`config.mk`:
```
export PLATFORM = sky130hd
export DESIGN_NAME = dcacheTop
export DESIGN_NICKNAME = d
export VERILOG_FILES = /design/src/logic/dcachePkg.sv /design/src/logic/dcacheController.sv /design/src/logic/dcacheDataArray.sv /design/src/logic/dcacheResponse.sv /design/src/logic/dcacheTagArray.sv /design/src/logic/dcacheTop.sv
export VERILOG_INCLUDE_DIRS = /design/src /design/src/include
export SDC_FILE = /design/constraint.sdc
export NUM_CORES = 2
export LEC_CHECK = 0
export BUFFER_PORTS_ARGS = -buffer_cell sky130_fd_sc_hd__buf_2
export CAP_MARGIN = 20
export CORE_MARGIN = 2
export CORE_UTILIZATION = 29
export CTS_BUF_LIST = sky130_fd_sc_hd__clkbuf_4
export DETAILED_ROUTE_END_ITERATION = 8
export PLACE_DENSITY_LB_ADDON = 0.3
export SETUP_SLACK_MARGIN = 0.15
export SLEW_MARGIN = 20
export SYNTH_ARGS = -nofsm -noshare
export SYNTH_HDL_FRONTEND = slang
export SYNTH_MEMORY_MAX_BITS = 65536
export SYNTH_SLANG_ARGS = --single-unit
```
`constraint.sdc`:
```
create_clock -name clk -period 12 [get_ports clk]
set_clock_uncertainty 0.05 [all_clocks]
set_input_delay 3 -clock clk [delete_from_list [all_inputs] [get_ports clk]]
set_output_delay 3 -clock clk [all_outputs]
set_load 0.05 [all_outputs]
```
`src/include/dcache_defs.svh`:
```
`ifndef DCACHE_DEFS_SVH
`define DCACHE_DEFS_SVH

// Byte address width seen by the cache
`define DCACHE_ADDR_BITS 16

// Two ways of this many sets
`define DCACHE_SETS 16

// 32-bit words per block
`define DCACHE_WORDS 4

// Address less index, word and byte bits
`define DCACHE_TAG_BITS 8

`endif

```
`src/logic/dcachePkg.sv`:
```
`include "dcache_defs.svh"

package dcachePkg;

  typedef enum logic [1:0] {
    OP_LOAD  = 2'd0,
    OP_STORE = 2'd1,
    OP_FLUSH = 2'd2
  } opKind;

  // Address as the tag compare sees it
  typedef struct packed {
    logic [`DCACHE_TAG_BITS-1:0]      tag;
    logic [$clog2(`DCACHE_SETS)-1:0]  index;
    logic [$clog2(`DCACHE_WORDS)-1:0] word;
    logic [1:0]                       byteSel;
  } lookAddr;

  // Same address as the memory bus sees it
  typedef struct packed {
    logic [`DCACHE_ADDR_BITS-$clog2(`DCACHE_WORDS)-3:0] block;
    logic [$clog2(`DCACHE_WORDS)-1:0]                   word;
    logic [1:0]                                         byteSel;
  } busAddr;

  typedef union packed {
    lookAddr look;
    busAddr  bus;
  } cacheAddr;

  typedef struct packed {
    opKind       op;
    cacheAddr    addr;
    logic [31:0] wdata;
    logic [3:0]  byteMask;
  } cpuReq;

  typedef struct packed {
    opKind       op;
    logic [31:0] rdata;
  } cpuResp;

  // One word beat on the memory bus
  typedef struct packed {
    logic                         write;
    logic [`DCACHE_ADDR_BITS-3:0] addr;
    logic [31:0]                  wdata;
  } memReq;

  typedef struct packed {
    logic [1:0]                      hit;
    logic [1:0]                      valid;
    logic [1:0]                      dirty;
    logic                            lru;
    logic [`DCACHE_TAG_BITS-1:0]     victimTag;
    logic [$clog2(`DCACHE_SETS)-1:0] index;
  } lookup;

endpackage

```
`src/logic/dcacheController.sv`:
```
`timescale 1ns/10ps
`include "dcache_defs.svh"

module dcacheController (
  input  logic                             clk,
  input  logic                             reset,
  input  logic                             reqValid,
  output logic                             reqReady,
  input  dcachePkg::cpuReq                 req,
  input  logic                             respBusy,
  input  dcachePkg::lookup                 look,
  output logic [$clog2(`DCACHE_SETS)-1:0]  index,
  output logic [`DCACHE_TAG_BITS-1:0]      newTag,
  output logic                             tagWe,
  output logic                             tagWay,
  output logic                             setDirty,
  output logic                             clearDirty,
  output logic                             touchWay,
  output logic                             touch,
  output logic [$clog2(`DCACHE_WORDS)-1:0] word,
  output logic                             way,
  output logic                             dataWe,
  output logic [3:0]                       mask,
  output logic [31:0]                      dataWdata,
  input  logic [31:0]                      cacheRdata,
  output logic                             memValid,
  input  logic                             memReady,
  output dcachePkg::memReq                 mem,
  input  logic [31:0]                      memRdata,
  output logic                             finish,
  output dcachePkg::cpuResp                finishResp
);

  typedef enum logic [2:0] {IDLE, LOOKUP, WRITEBACK, REFILL, FLUSH} ctrlState;

  ctrlState                         state, nextState;
  dcachePkg::cpuReq                 reqR;
  logic [$clog2(`DCACHE_WORDS)-1:0] count;
  logic [$clog2(`DCACHE_SETS)-1:0]  flushSet;
  // Which of the two ways of the set the flush is on
  logic                             flushSide;
  logic                             accept, flushing, anyHit, isStore;
  logic                             victimDirty, beatDone, lastBeat, pickWay, flushStep;

  assign accept      = reqValid & reqReady;
  assign flushing    = reqR.op == dcachePkg::OP_FLUSH;
  assign isStore     = reqR.op == dcachePkg::OP_STORE;
  assign anyHit      = |look.hit;
  assign victimDirty = look.valid[look.lru] & look.dirty[look.lru];
  assign beatDone    = memValid & memReady;
  assign lastBeat    = beatDone && (count == `DCACHE_WORDS - 1);
  assign flushStep   = (state == FLUSH) & ~victimDirty;

  // Hit way on a lookup, otherwise the LRU way is the one moved
  assign pickWay = (state == LOOKUP) ? look.hit[1] : look.lru;

  assign reqReady = (state == IDLE) & ~respBusy;
  assign index    = flushing ? flushSet : reqR.addr.look.index;
  assign newTag   = reqR.addr.look.tag;
  assign tagWay   = pickWay;
  assign touchWay = pickWay;
  assign way      = pickWay;
  assign word     = (state == LOOKUP) ? reqR.addr.look.word : count;
  assign memValid = (state == WRITEBACK) | (state == REFILL);

  assign tagWe      = (state == REFILL) & lastBeat;
  assign clearDirty = (state == WRITEBACK) & lastBeat;
  assign setDirty   = (state == LOOKUP) & anyHit & isStore;
  // In a flush the touch flips LRU to the other way and back again
  assign touch      = ((state == LOOKUP) & anyHit) | flushStep;

  assign dataWe    = ((state == LOOKUP) & anyHit & isStore) | ((state == REFILL) & beatDone);
  assign mask      = (state == LOOKUP) ? reqR.byteMask : 4'hf;
  assign dataWdata = (state == LOOKUP) ? reqR.wdata : memRdata;

  assign finish = ((state == LOOKUP) & anyHit) |
                  (flushStep && flushSide && (flushSet == `DCACHE_SETS - 1));
  assign finishResp.op    = reqR.op;
  assign finishResp.rdata = (reqR.op == dcachePkg::OP_LOAD) ? cacheRdata : '0;

  // Write-back uses the stored tag, refill the requested block
  assign mem.write = state == WRITEBACK;
  assign mem.addr  = (state == WRITEBACK) ? {look.victimTag, look.index, count} :
                                            {reqR.addr.bus.block, count};
  assign mem.wdata = (state == WRITEBACK) ? cacheRdata : '0;

  always_comb begin
    nextState = state;
    case (state)
      IDLE: begin
        if (accept) begin
          nextState = (req.op == dcachePkg::OP_FLUSH) ? FLUSH : LOOKUP;
        end
      end
      LOOKUP: begin
        if (anyHit) begin
          nextState = IDLE;
        end else if (victimDirty) begin
          nextState = WRITEBACK;
        end else begin
          nextState = REFILL;
        end
      end
      WRITEBACK: begin
        if (lastBeat) begin
          nextState = flushing ? FLUSH : REFILL;
        end
      end
      // Retry the lookup against the new block
      REFILL: begin
        if (lastBeat) begin
          nextState = LOOKUP;
        end
      end
      FLUSH: begin
        if (victimDirty) begin
          nextState = WRITEBACK;
        end else if (finish) begin
          nextState = IDLE;
        end
      end
      default: nextState = IDLE;
    endcase
  end

  always_ff @(posedge clk) begin
    if (accept) begin
      reqR <= req;
    end
  end

  always_ff @(posedge clk, posedge reset) begin
    if (reset) begin
      state     <= IDLE;
      count     <= '0;
      flushSet  <= '0;
      flushSide <= 1'b0;
    end else begin
      state <= nextState;
      // Four beats wrap the counter back to zero
      if (beatDone) begin
        count <= count + 1'b1;
      end
      if (accept) begin
        flushSet  <= '0;
        flushSide <= 1'b0;
      end else if (flushStep) begin
        flushSide <= ~flushSide;
        if (flushSide) begin
          flushSet <= flushSet + 1'b1;
        end
      end
    end
  end

  // A refill never lands on a dirty line
  assert property (@(posedge clk) disable iff (reset)
    (state == REFILL) |-> !victimDirty);

  // Bus beat held until memory takes it
  assert property (@(posedge clk) disable iff (reset)
    memValid && !memReady |=> memValid && $stable(mem));

endmodule

```
`src/logic/dcacheDataArray.sv`:
```
`timescale 1ns/10ps
`include "dcache_defs.svh"

module dcacheDataArray (
  input  logic                             clk,
  input  logic [$clog2(`DCACHE_SETS)-1:0]  index,
  input  logic [$clog2(`DCACHE_WORDS)-1:0] word,
  input  logic                             way,
  input  logic                             we,
  input  logic [3:0]                       mask,
  input  logic [31:0]                      wdata,
  output logic [31:0]                      rdata
);

  logic [31:0] blocks [2][`DCACHE_SETS][`DCACHE_WORDS];

  // Only the masked byte lanes change
  always_ff @(posedge clk) begin
    if (we) begin
      for (int b = 0; b < 4; b++) begin
        if (mask[b]) begin
          blocks[way][index][word][b*8 +: 8] <= wdata[b*8 +: 8];
        end
      end
    end
  end

  assign rdata = blocks[way][index][word];

endmodule

```
`src/logic/dcacheResponse.sv`:
```
`timescale 1ns/10ps

module dcacheResponse (
  input  logic              clk,
  input  logic              reset,
  input  logic              finish,
  input  dcachePkg::cpuResp finishResp,
  output logic              respValid,
  input  logic              respReady,
  output dcachePkg::cpuResp resp,
  output logic              respBusy
);

  always_ff @(posedge clk, posedge reset) begin
    if (reset) begin
      respValid <= 1'b0;
    end else if (finish) begin
      respValid <= 1'b1;
    end else if (respReady) begin
      respValid <= 1'b0;
    end
  end

  // Held until the CPU takes it
  always_ff @(posedge clk) begin
    if (finish) begin
      resp <= finishResp;
    end
  end

  assign respBusy = respValid;

  // Controller must wait for the pending response to drain
  assert property (@(posedge clk) disable iff (reset)
    finish |-> !respValid);

endmodule

```
`src/logic/dcacheTagArray.sv`:
```
`timescale 1ns/10ps
`include "dcache_defs.svh"

module dcacheTagArray (
  input  logic                            clk,
  input  logic                            reset,
  input  logic [$clog2(`DCACHE_SETS)-1:0] index,
  input  logic [`DCACHE_TAG_BITS-1:0]     tag,
  output dcachePkg::lookup                look,
  input  logic                            tagWe,
  input  logic                            tagWay,
  input  logic [`DCACHE_TAG_BITS-1:0]     newTag,
  input  logic                            setDirty,
  input  logic                            clearDirty,
  input  logic                            touchWay,
  input  logic                            touch
);

  logic [`DCACHE_TAG_BITS-1:0] tags [2][`DCACHE_SETS];
  logic [`DCACHE_SETS-1:0]     valid [2];
  logic [`DCACHE_SETS-1:0]     dirty [2];
  // Per set, the way to evict next
  logic [`DCACHE_SETS-1:0]     lru;

  always_ff @(posedge clk) begin
    if (tagWe) begin
      tags[tagWay][index] <= newTag;
    end
  end

  always_ff @(posedge clk, posedge reset) begin
    if (reset) begin
      valid[0] <= '0;
      valid[1] <= '0;
      dirty[0] <= '0;
      dirty[1] <= '0;
      lru      <= '0;
    end else begin
      // Refilled block arrives clean
      if (tagWe) begin
        valid[tagWay][index] <= 1'b1;
        dirty[tagWay][index] <= 1'b0;
      end
      if (setDirty) begin
        dirty[tagWay][index] <= 1'b1;
      end
      if (clearDirty) begin
        dirty[tagWay][index] <= 1'b0;
      end
      // Touched way becomes most recent
      if (touch) begin
        lru[index] <= ~touchWay;
      end
    end
  end

  always_comb begin
    for (int w = 0; w < 2; w++) begin
      look.hit[w]   = valid[w][index] && (tags[w][index] == tag);
      look.valid[w] = valid[w][index];
      look.dirty[w] = dirty[w][index];
    end
    look.lru       = lru[index];
    look.victimTag = tags[lru[index]][index];
    look.index     = index;
  end

  // A tag lives in at most one way of a set
  assert property (@(posedge clk) disable iff (reset)
    !(look.hit[0] && look.hit[1]));

endmodule

```
`src/logic/dcacheTop.sv`:
```
`timescale 1ns/10ps
`include "dcache_defs.svh"

module dcacheTop (
  input  logic              clk,
  input  logic              reset,
  input  logic              reqValid,
  output logic              reqReady,
  input  dcachePkg::cpuReq  req,
  output logic              respValid,
  input  logic              respReady,
  output dcachePkg::cpuResp resp,
  output logic              memValid,
  input  logic              memReady,
  output dcachePkg::memReq  mem,
  input  logic [31:0]       memRdata
);

  dcachePkg::lookup                 look;
  dcachePkg::cpuResp                finishResp;
  logic [$clog2(`DCACHE_SETS)-1:0]  index;
  logic [`DCACHE_TAG_BITS-1:0]      newTag;
  logic [$clog2(`DCACHE_WORDS)-1:0] word;
  logic [3:0]                       mask;
  logic [31:0]                      dataWdata, cacheRdata;
  logic                             tagWe, tagWay, setDirty, clearDirty, touchWay, touch;
  logic                             way, dataWe, finish, respBusy;

  // Compare and refill both use the captured request tag
  dcacheTagArray tagArray (
    .clk, .reset, .index, .tag(newTag), .look, .tagWe, .tagWay, .newTag,
    .setDirty, .clearDirty, .touchWay, .touch
  );

  dcacheDataArray dataArray (
    .clk, .index, .word, .way, .we(dataWe), .mask, .wdata(dataWdata), .rdata(cacheRdata)
  );

  dcacheController controller (
    .clk, .reset, .reqValid, .reqReady, .req, .respBusy, .look, .index, .newTag,
    .tagWe, .tagWay, .setDirty, .clearDirty, .touchWay, .touch, .word, .way, .dataWe,
    .mask, .dataWdata, .cacheRdata, .memValid, .memReady, .mem, .memRdata,
    .finish, .finishResp
  );

  dcacheResponse response (
    .clk, .reset, .finish, .finishResp, .respValid, .respReady, .resp, .respBusy
  );

endmodule
```
After elaboration in Yosys (flattened, before gate mapping)
Memories as Yosys holds them, arrays and structs flattened.
Cells that the tools add are included.
{"block": "totals", "ff_bits": 179, "mem_bits_rw": 4352, "input_bits": 91, "out_inout_bits": 84, "memories": 2}
{"block": "op_classes", "add_sub_neg": 2, "n_lt_le_gt_ge": 9, "n_eq_ne": 15, "muxes": 6237, "n_bitwise": 6170, "n_reduce_logical": 17}
{"memory": "dataArray.blocks", "depth": 2, "width": 2048, "rd": 1, "rd_clocked_by_memory_dff": 0, "write_ports": 1, "line": "dcacheDataArray.sv:15", "text": "logic [31:0] blocks [2][`DCACHE_SETS][`DCACHE_WORDS];"}
{"memory": "tagArray.tags", "depth": 2, "width": 128, "rd": 3, "rd_clocked_by_memory_dff": 0, "write_ports": 1, "line": "dcacheTagArray.sv:19", "text": "logic [`DCACHE_TAG_BITS-1:0] tags [2][`DCACHE_SETS];"}
{"operator": "two-way mux 2048 bit", "count": 4}
{"operator": "two-way mux 1 bit", "count": 6169}
{"operator": "bitwise OR 1 bit", "count": 6148}
{"operator": "demux 128 bit (select 4 bit)", "count": 4}
{"operator": "two-way mux 128 bit", "count": 7}
{"operator": "binary-select mux 128 bit (select 4 bit)", "count": 1}
{"operator": "demux 32 bit (select 2 bit)", "count": 4}
{"operator": "two-way mux 32 bit", "count": 8}
{"operator": "binary-select mux 8 bit (select 4 bit)", "count": 3}
{"operator": "bitwise AND 32 bit", "count": 2}
{"operator": "binary-select mux 32 bit (select 2 bit)", "count": 1}
{"operator": "two-way mux 8 bit", "count": 8}
{"operator": "bitwise OR 32 bit", "count": 2}
{"operator": "demux 8 bit (select 4 bit)", "count": 1}
{"operator": "two-way mux 16 bit", "count": 2}
{"operator": "NOT 32 bit", "count": 1}
{"operator": "two-way mux 24 bit", "count": 1}
{"operator": "two-way mux 3 bit", "count": 8}
{"operator": "binary-select mux 1 bit (select 4 bit)", "count": 5}
{"operator": "two-way mux 4 bit", "count": 5}
{"operator": "bitwise mux 16 bit", "count": 1}
{"operator": "demux 16 bit (select 1 bit)", "count": 1}
{"operator": "equality test 8 bit", "count": 2}
{"operator": "one-hot mux 3 bit (5 select lines)", "count": 1}
{"operator": "other kinds (34)", "count": 61}

Depth between registers and ports, before layout
{"block": "logic_depth", "ltp_word": 21, "mapped_depth": 23, "ltp_nobuf": 14}

Hierarchy
Synthesis repeated with hierarchy kept, for this count alone.
{"block": "unflattened", "cells_unflattened": 7765, "hier_area_um2": 177666.6}
{"module": "dcacheDataArray", "instances": 1, "cells_each": 6446, "area_per_inst_um2": 157502.3}
{"module": "dcacheTagArray", "instances": 1, "cells_each": 1005, "area_per_inst_um2": 15691.3}
{"module": "dcacheController", "instances": 1, "cells_each": 275, "area_per_inst_um2": 3404.5}
{"module": "dcacheResponse", "instances": 1, "cells_each": 39, "area_per_inst_um2": 1068.5}

Worst setup path after synthesis
No wires, ideal clock.
{"block": "synth_path", "path_type": "reg2out", "startpoint": "register controller.reqR (netlist bit controller.finishResp[32])", "endpoint": "output mem[23] in the netlist's numbering", "arrival_ns": 4.334, "required_ns": 8.950, "path_slack_ns": 4.616, "stages_incl_launch_ff": 21, "path_cell_list": "edfxtp_1 nand2b_1 buf_4 buf_6 a31oi_1 buf_4 o22ai_1 o21ai_0 nand4_1 xnor2_1 or3_1 o31ai_1 buf_2 buf_4 buf_2 buf_2 a21oi_1 o41ai_1 nor4bb_1 nor4_1 nor2_1"}
{"element": "start, declared", "line": "dcacheController.sv:37", "text": "dcachePkg::cpuReq reqR;"}
{"element": "start signal, assigned", "line": "dcacheController.sv:128", "text": "reqR <= req;"}
{"element": "end, declared", "line": "dcacheTop.sv:15", "text": "output dcachePkg::memReq mem,"}

==> impl_metrics.csv <==
group,metric,value,unit
route,detail_route.drc_violations,0,
cts,numClockSinks,4529,
cts,clock_tree.root_cell,"sky130_fd_sc_hd__clkbuf_4",
global_route,global_route_wire_length_before_repair,802.4,mm
cts,clock_tree_from_tritoncts,"done",
sta,rsz_0062_raised_after_global_routing,"no",
layout,layout_common_cells,"sky130_fd_sc_hd__edfxtp_1 (4438), sky130_fd_sc_hd__clkbuf_4 (1705), sky130_fd_sc_hd__nand2_1 (1659)",
route,detailroute.via_count,115100,
synthesis,synth-main-ff-cell,"sky130_fd_sc_hd__edfxtp_1",
critical_path,worst_ep_arrival_time,8.56,ns
synthesis,synth_cells,13100,
sta,final.setup.tns,0,ns
sta,layout_worst_path_cycle_share,96.73,%
layout,final_common_cell,"sky130_fd_sc_hd__edfxtp_1",
critical_path,critical_path_required,8.95,ns
layout,multi_input_gate_area,0.04362,sq mm
global_route,via_count_of_the_first_global_routing_pass,112400,
layout,register_area,0.1355,sq mm
power,cellLeakagePower,0.07146,uW
power,cell_internal_pwr,28280,uW
power,seqPwrFrac,44.8,%
floorplanning,chipHeight,797.0,microns
cts,clk-insertion-delay-late,1.81,ns
synthesis,ys_seq_area_share,74.33,%
power,comb_power_share,25.1,%
cts,numCtsBuffers,1210,
critical_path,criticalPathCategory,"register to output pin",
sta,timing_max_transition_violations_final,0,
synthesis,mappedNetlistNets,13190,
route,detailedRoute.firstIterationViolations,11120,
cts,clock_tree.htree_level_count,7,
power,clkPwrFrac,30.1,%
global_route,grt_max_degree,137,
placement,place_congestion,0.8193,
cts,cts.reportedPaths.clkPinSlew,0.07,ns
power,power_density,204.1,mW/mm^2
sta,maximum_achievable_frequency,86.15,MHz
floorplanning,num_io_pins,175,
synthesis,ys.warnings.count,0,
synthesis,synthesis.area,0.1824,sq mm
floorplanning,design.core.area,0.6273,sq mm
route,totalWireLength,566.2,mm
synthesis,synth_edf_count,4438,
route,ant_nets,0,
synthesis,synth_seq_cells,4529,
run_status,status,"completed",
power,net-switching-power,14330,uW
route,route.detailed.wl_per_inst,24.50,microns
layout,syn_to_final_growth,14.51,%
power,max-vdd-ir-drop,124.8,uV
global_route,antenna_found_initial,29,
global_route,gr-total-overflow,0,
layout,fraction_of_final_layout_cells_with_drive_strength_greater_than_1,17.55,%
floorplanning,placementRows,291,
floorplanning,fp.dieArea,0.6352,sq mm
sta,whs,0.4167,ns
synthesis,async_flop_share,2.009,%
sta,setup_viol_count_final,0,
layout,layout.nets,14140,
sta,worst_slew_pin_slew,1.217,ns
layout,n_fill_cell,61900,
critical_path,path_max_fanout,69,
route,post_drt_via_cell_ratio,4.980,
sta,final_hold_viol_count,0,
critical_path,critPathLaunchType,"register",
placement,portBuffers,172,
floorplanning,floorplan.die.width,797.0,microns
synthesis,postSynthAreaPerCell,13.92,sq um
placement,detailed_place_hpwl,345.7,mm
route,drtPass1Iterations,8,
sta,finalCriticalPeriod,11.61,ns
global_route,grt_util_all_layers,17.38,%
sta,relSlewSlack,18.70,%
cts,max-clock-path-buffers,5,
power,net_switching_fraction_of_the_power,33.64,%
floorplanning,floorplan.initialDensity,29.07,%
synthesis,ys_types,61,
run,max_cap_viol_count,0,
worst_hold_path,hp-class,"register to register",
critical_path,end_kind,"output pin",
## synthesized netlist by cell type, drive strengths merged (3+ instances only)
cell | instances | area [sq um]
a32oi | 65 | 569.3
o41ai | 128 | 1121
nor2b | 4 | 25.02
and2 | 3 | 18.77
nand3 | 395 | 1977
o22ai | 217 | 1358
a41oi | 32 | 280.3
o21ai | 179 | 925.9
a21boi | 160 | 1201
dfrtp | 91 | 2277
o31ai | 20 | 150.1
a41o | 65 | 650.6
nor4bb | 37 | 370.4
nor2 | 1671 | 6287
and4bb | 29 | 362.9
or2 | 34 | 212.7
o31a | 3 | 26.28
nand2b | 6 | 37.54
xor2 | 16 | 140.1
a21o | 385 | 2890
a31oi | 131 | 849.6
edfxtp | 4438 | 133300
a31o | 3 | 26.28
mux2 | 8 | 97.59
buf | 441 | 2293
and4 | 32 | 280.3
clkbuf | 467 | 1753
inv | 6 | 22.52
a21oi | 1097 | 5490
nor3 | 52 | 260.3
nand2 | 1704 | 6396
nor4 | 67 | 565.5
mux2i | 771 | 7717
nand4 | 118 | 738.2
a22oi | 205 | 1539
xnor2 | 5 | 43.79
## state kept, by name, indices dropped and copies added, names as in the netlist
register / flops
controller.count: 2
controller.finishResp: 2
controller.flushSet: 4
controller.flushSide: 1
controller.newTag: 8
controller.reqR: 42
controller.state: 3
dataArray.blocks: 4096
response.resp: 34
response.respBusy: 1
tagArray.dirty: 32
tagArray.lru: 16
tagArray.tags: 256
tagArray.valid: 32
## routing by layer
layer / up-vias / global-route usage (%) / part of all wire, %
met1: 58270 / 22.51 / 42
met2: 4052 / 28.37 / 48
met5: - / 0 / 0.0046
met4: 4 / 6.958 / 3.5
li1: 51790 / - / -
met3: 954 / 3.754 / 6.2
## metrics by stage
stage / setup WS [ns] / utilization [%] / area (sq um) / instances / power, uW
after floorplan: 4.616 / - / 182400 / 13100 / 25040
after global placement: 1.147 / 30.99 / 194400 / 21160 / 30000
after detailed placement: 1.437 / 31.00 / 194500 / 21160 / 30070
after CTS: 0.2999 / 33.25 / 208600 / 23070 / 43010
after global routing: 0.1289 / 33.28 / 208800 / 23100 / 44360
final: 0.3919 / 33.29 / 208800 / 23110 / 42610
## power groups by stage
stage | combinational, uW | clock, uW | sequential [uW]
after detailed placement | 10700 | 0 | 19400
after floorplan | 5460 | 0 | 19600
after global routing | 11300 | 14000 | 19100
final | 10700 | 12800 | 19100
after CTS | 10700 | 13200 | 19100
after global placement | 10600 | 0 | 19400
## path summary, 6_finish.rpt
check	start	endpoint	slack (ns)	cells past startpoint
setup reg to reg	controller.finishResp[32]	dataArray.blocks[0][252]	3.91	17
max in group asynchronous	reset	tagArray.valid[2]	9.40	3
min in group asynchronous	reset	tagArray.valid[26]	1.10	2
hold / removal	tagArray.valid[4]	tagArray.valid[4]	0.42	1
setup / recovery	controller.finishResp[32]	mem[10]	0.39	20
hold reg to reg	tagArray.valid[4]	tagArray.valid[4]	0.42	1
## cells by family (layout without fill, tap and decap cells)
| family | after synthesis | after routing | share of synthesized area (%) |
|---|---|---|---|
| compound gates | 2698 | 2701 | 9.402 |
| mux | 779 | 781 | 4.286 |
| fa+ha+maj | 2 | 2 | 0.01372 |
| flops | 4529 | 4529 | 74.33 |
| other cells | 0 | 32 | 0 |
| simple gates | 4158 | 4158 | 9.637 |
| xor+xnor | 21 | 21 | 0.1009 |
| buf+inv | 914 | 2534 | 2.231 |
## layout make-up
cell class	instances	share of cell area, %
flip-flops and latches	4529	64.91
multi-input cells	7663	20.89
clock buffers	1705	6.130
well taps	8350	5.003
repair buffers	640	2.545
clock inverters	183	0.4692
diodes	32	0.03835
inverters	6	0.01198
## critical path, stage by stage (launching register included)
cell and delay [ns]:
sky130_fd_sc_hd__edfxtp_1 0.52, sky130_fd_sc_hd__nand2b_1 0.41, sky130_fd_sc_hd__buf_4 0.46, sky130_fd_sc_hd__mux2_8 0.43, sky130_fd_sc_hd__o22ai_1 0.14, sky130_fd_sc_hd__o21ai_0 0.46
sky130_fd_sc_hd__nand4_1 0.20, sky130_fd_sc_hd__xor2_1 0.17, sky130_fd_sc_hd__nand4_1 0.37, sky130_fd_sc_hd__o31a_4 0.60, sky130_fd_sc_hd__buf_12 0.21, sky130_fd_sc_hd__buf_12 0.35
sky130_fd_sc_hd__mux2i_1 0.33, sky130_fd_sc_hd__nand4_1 0.29, sky130_fd_sc_hd__a21oi_1 0.24, sky130_fd_sc_hd__nor4bb_1 0.40, sky130_fd_sc_hd__buf_4 0.24, sky130_fd_sc_hd__nor4_4 0.05
sky130_fd_sc_hd__buf_4 0.22, sky130_fd_sc_hd__nor2_1 0.22, sky130_fd_sc_hd__buf_12 0.17
## timing repair
item / in CTS / in global routing
setup endpoints to repair: 32 / 6
hold buffers: 0 / 0
cloned: 5 / 0
setup buffers: 22 / 1
resized for setup: 9 / 5
pin swaps: 6 / 1
(Power assumes the default switching activity.)
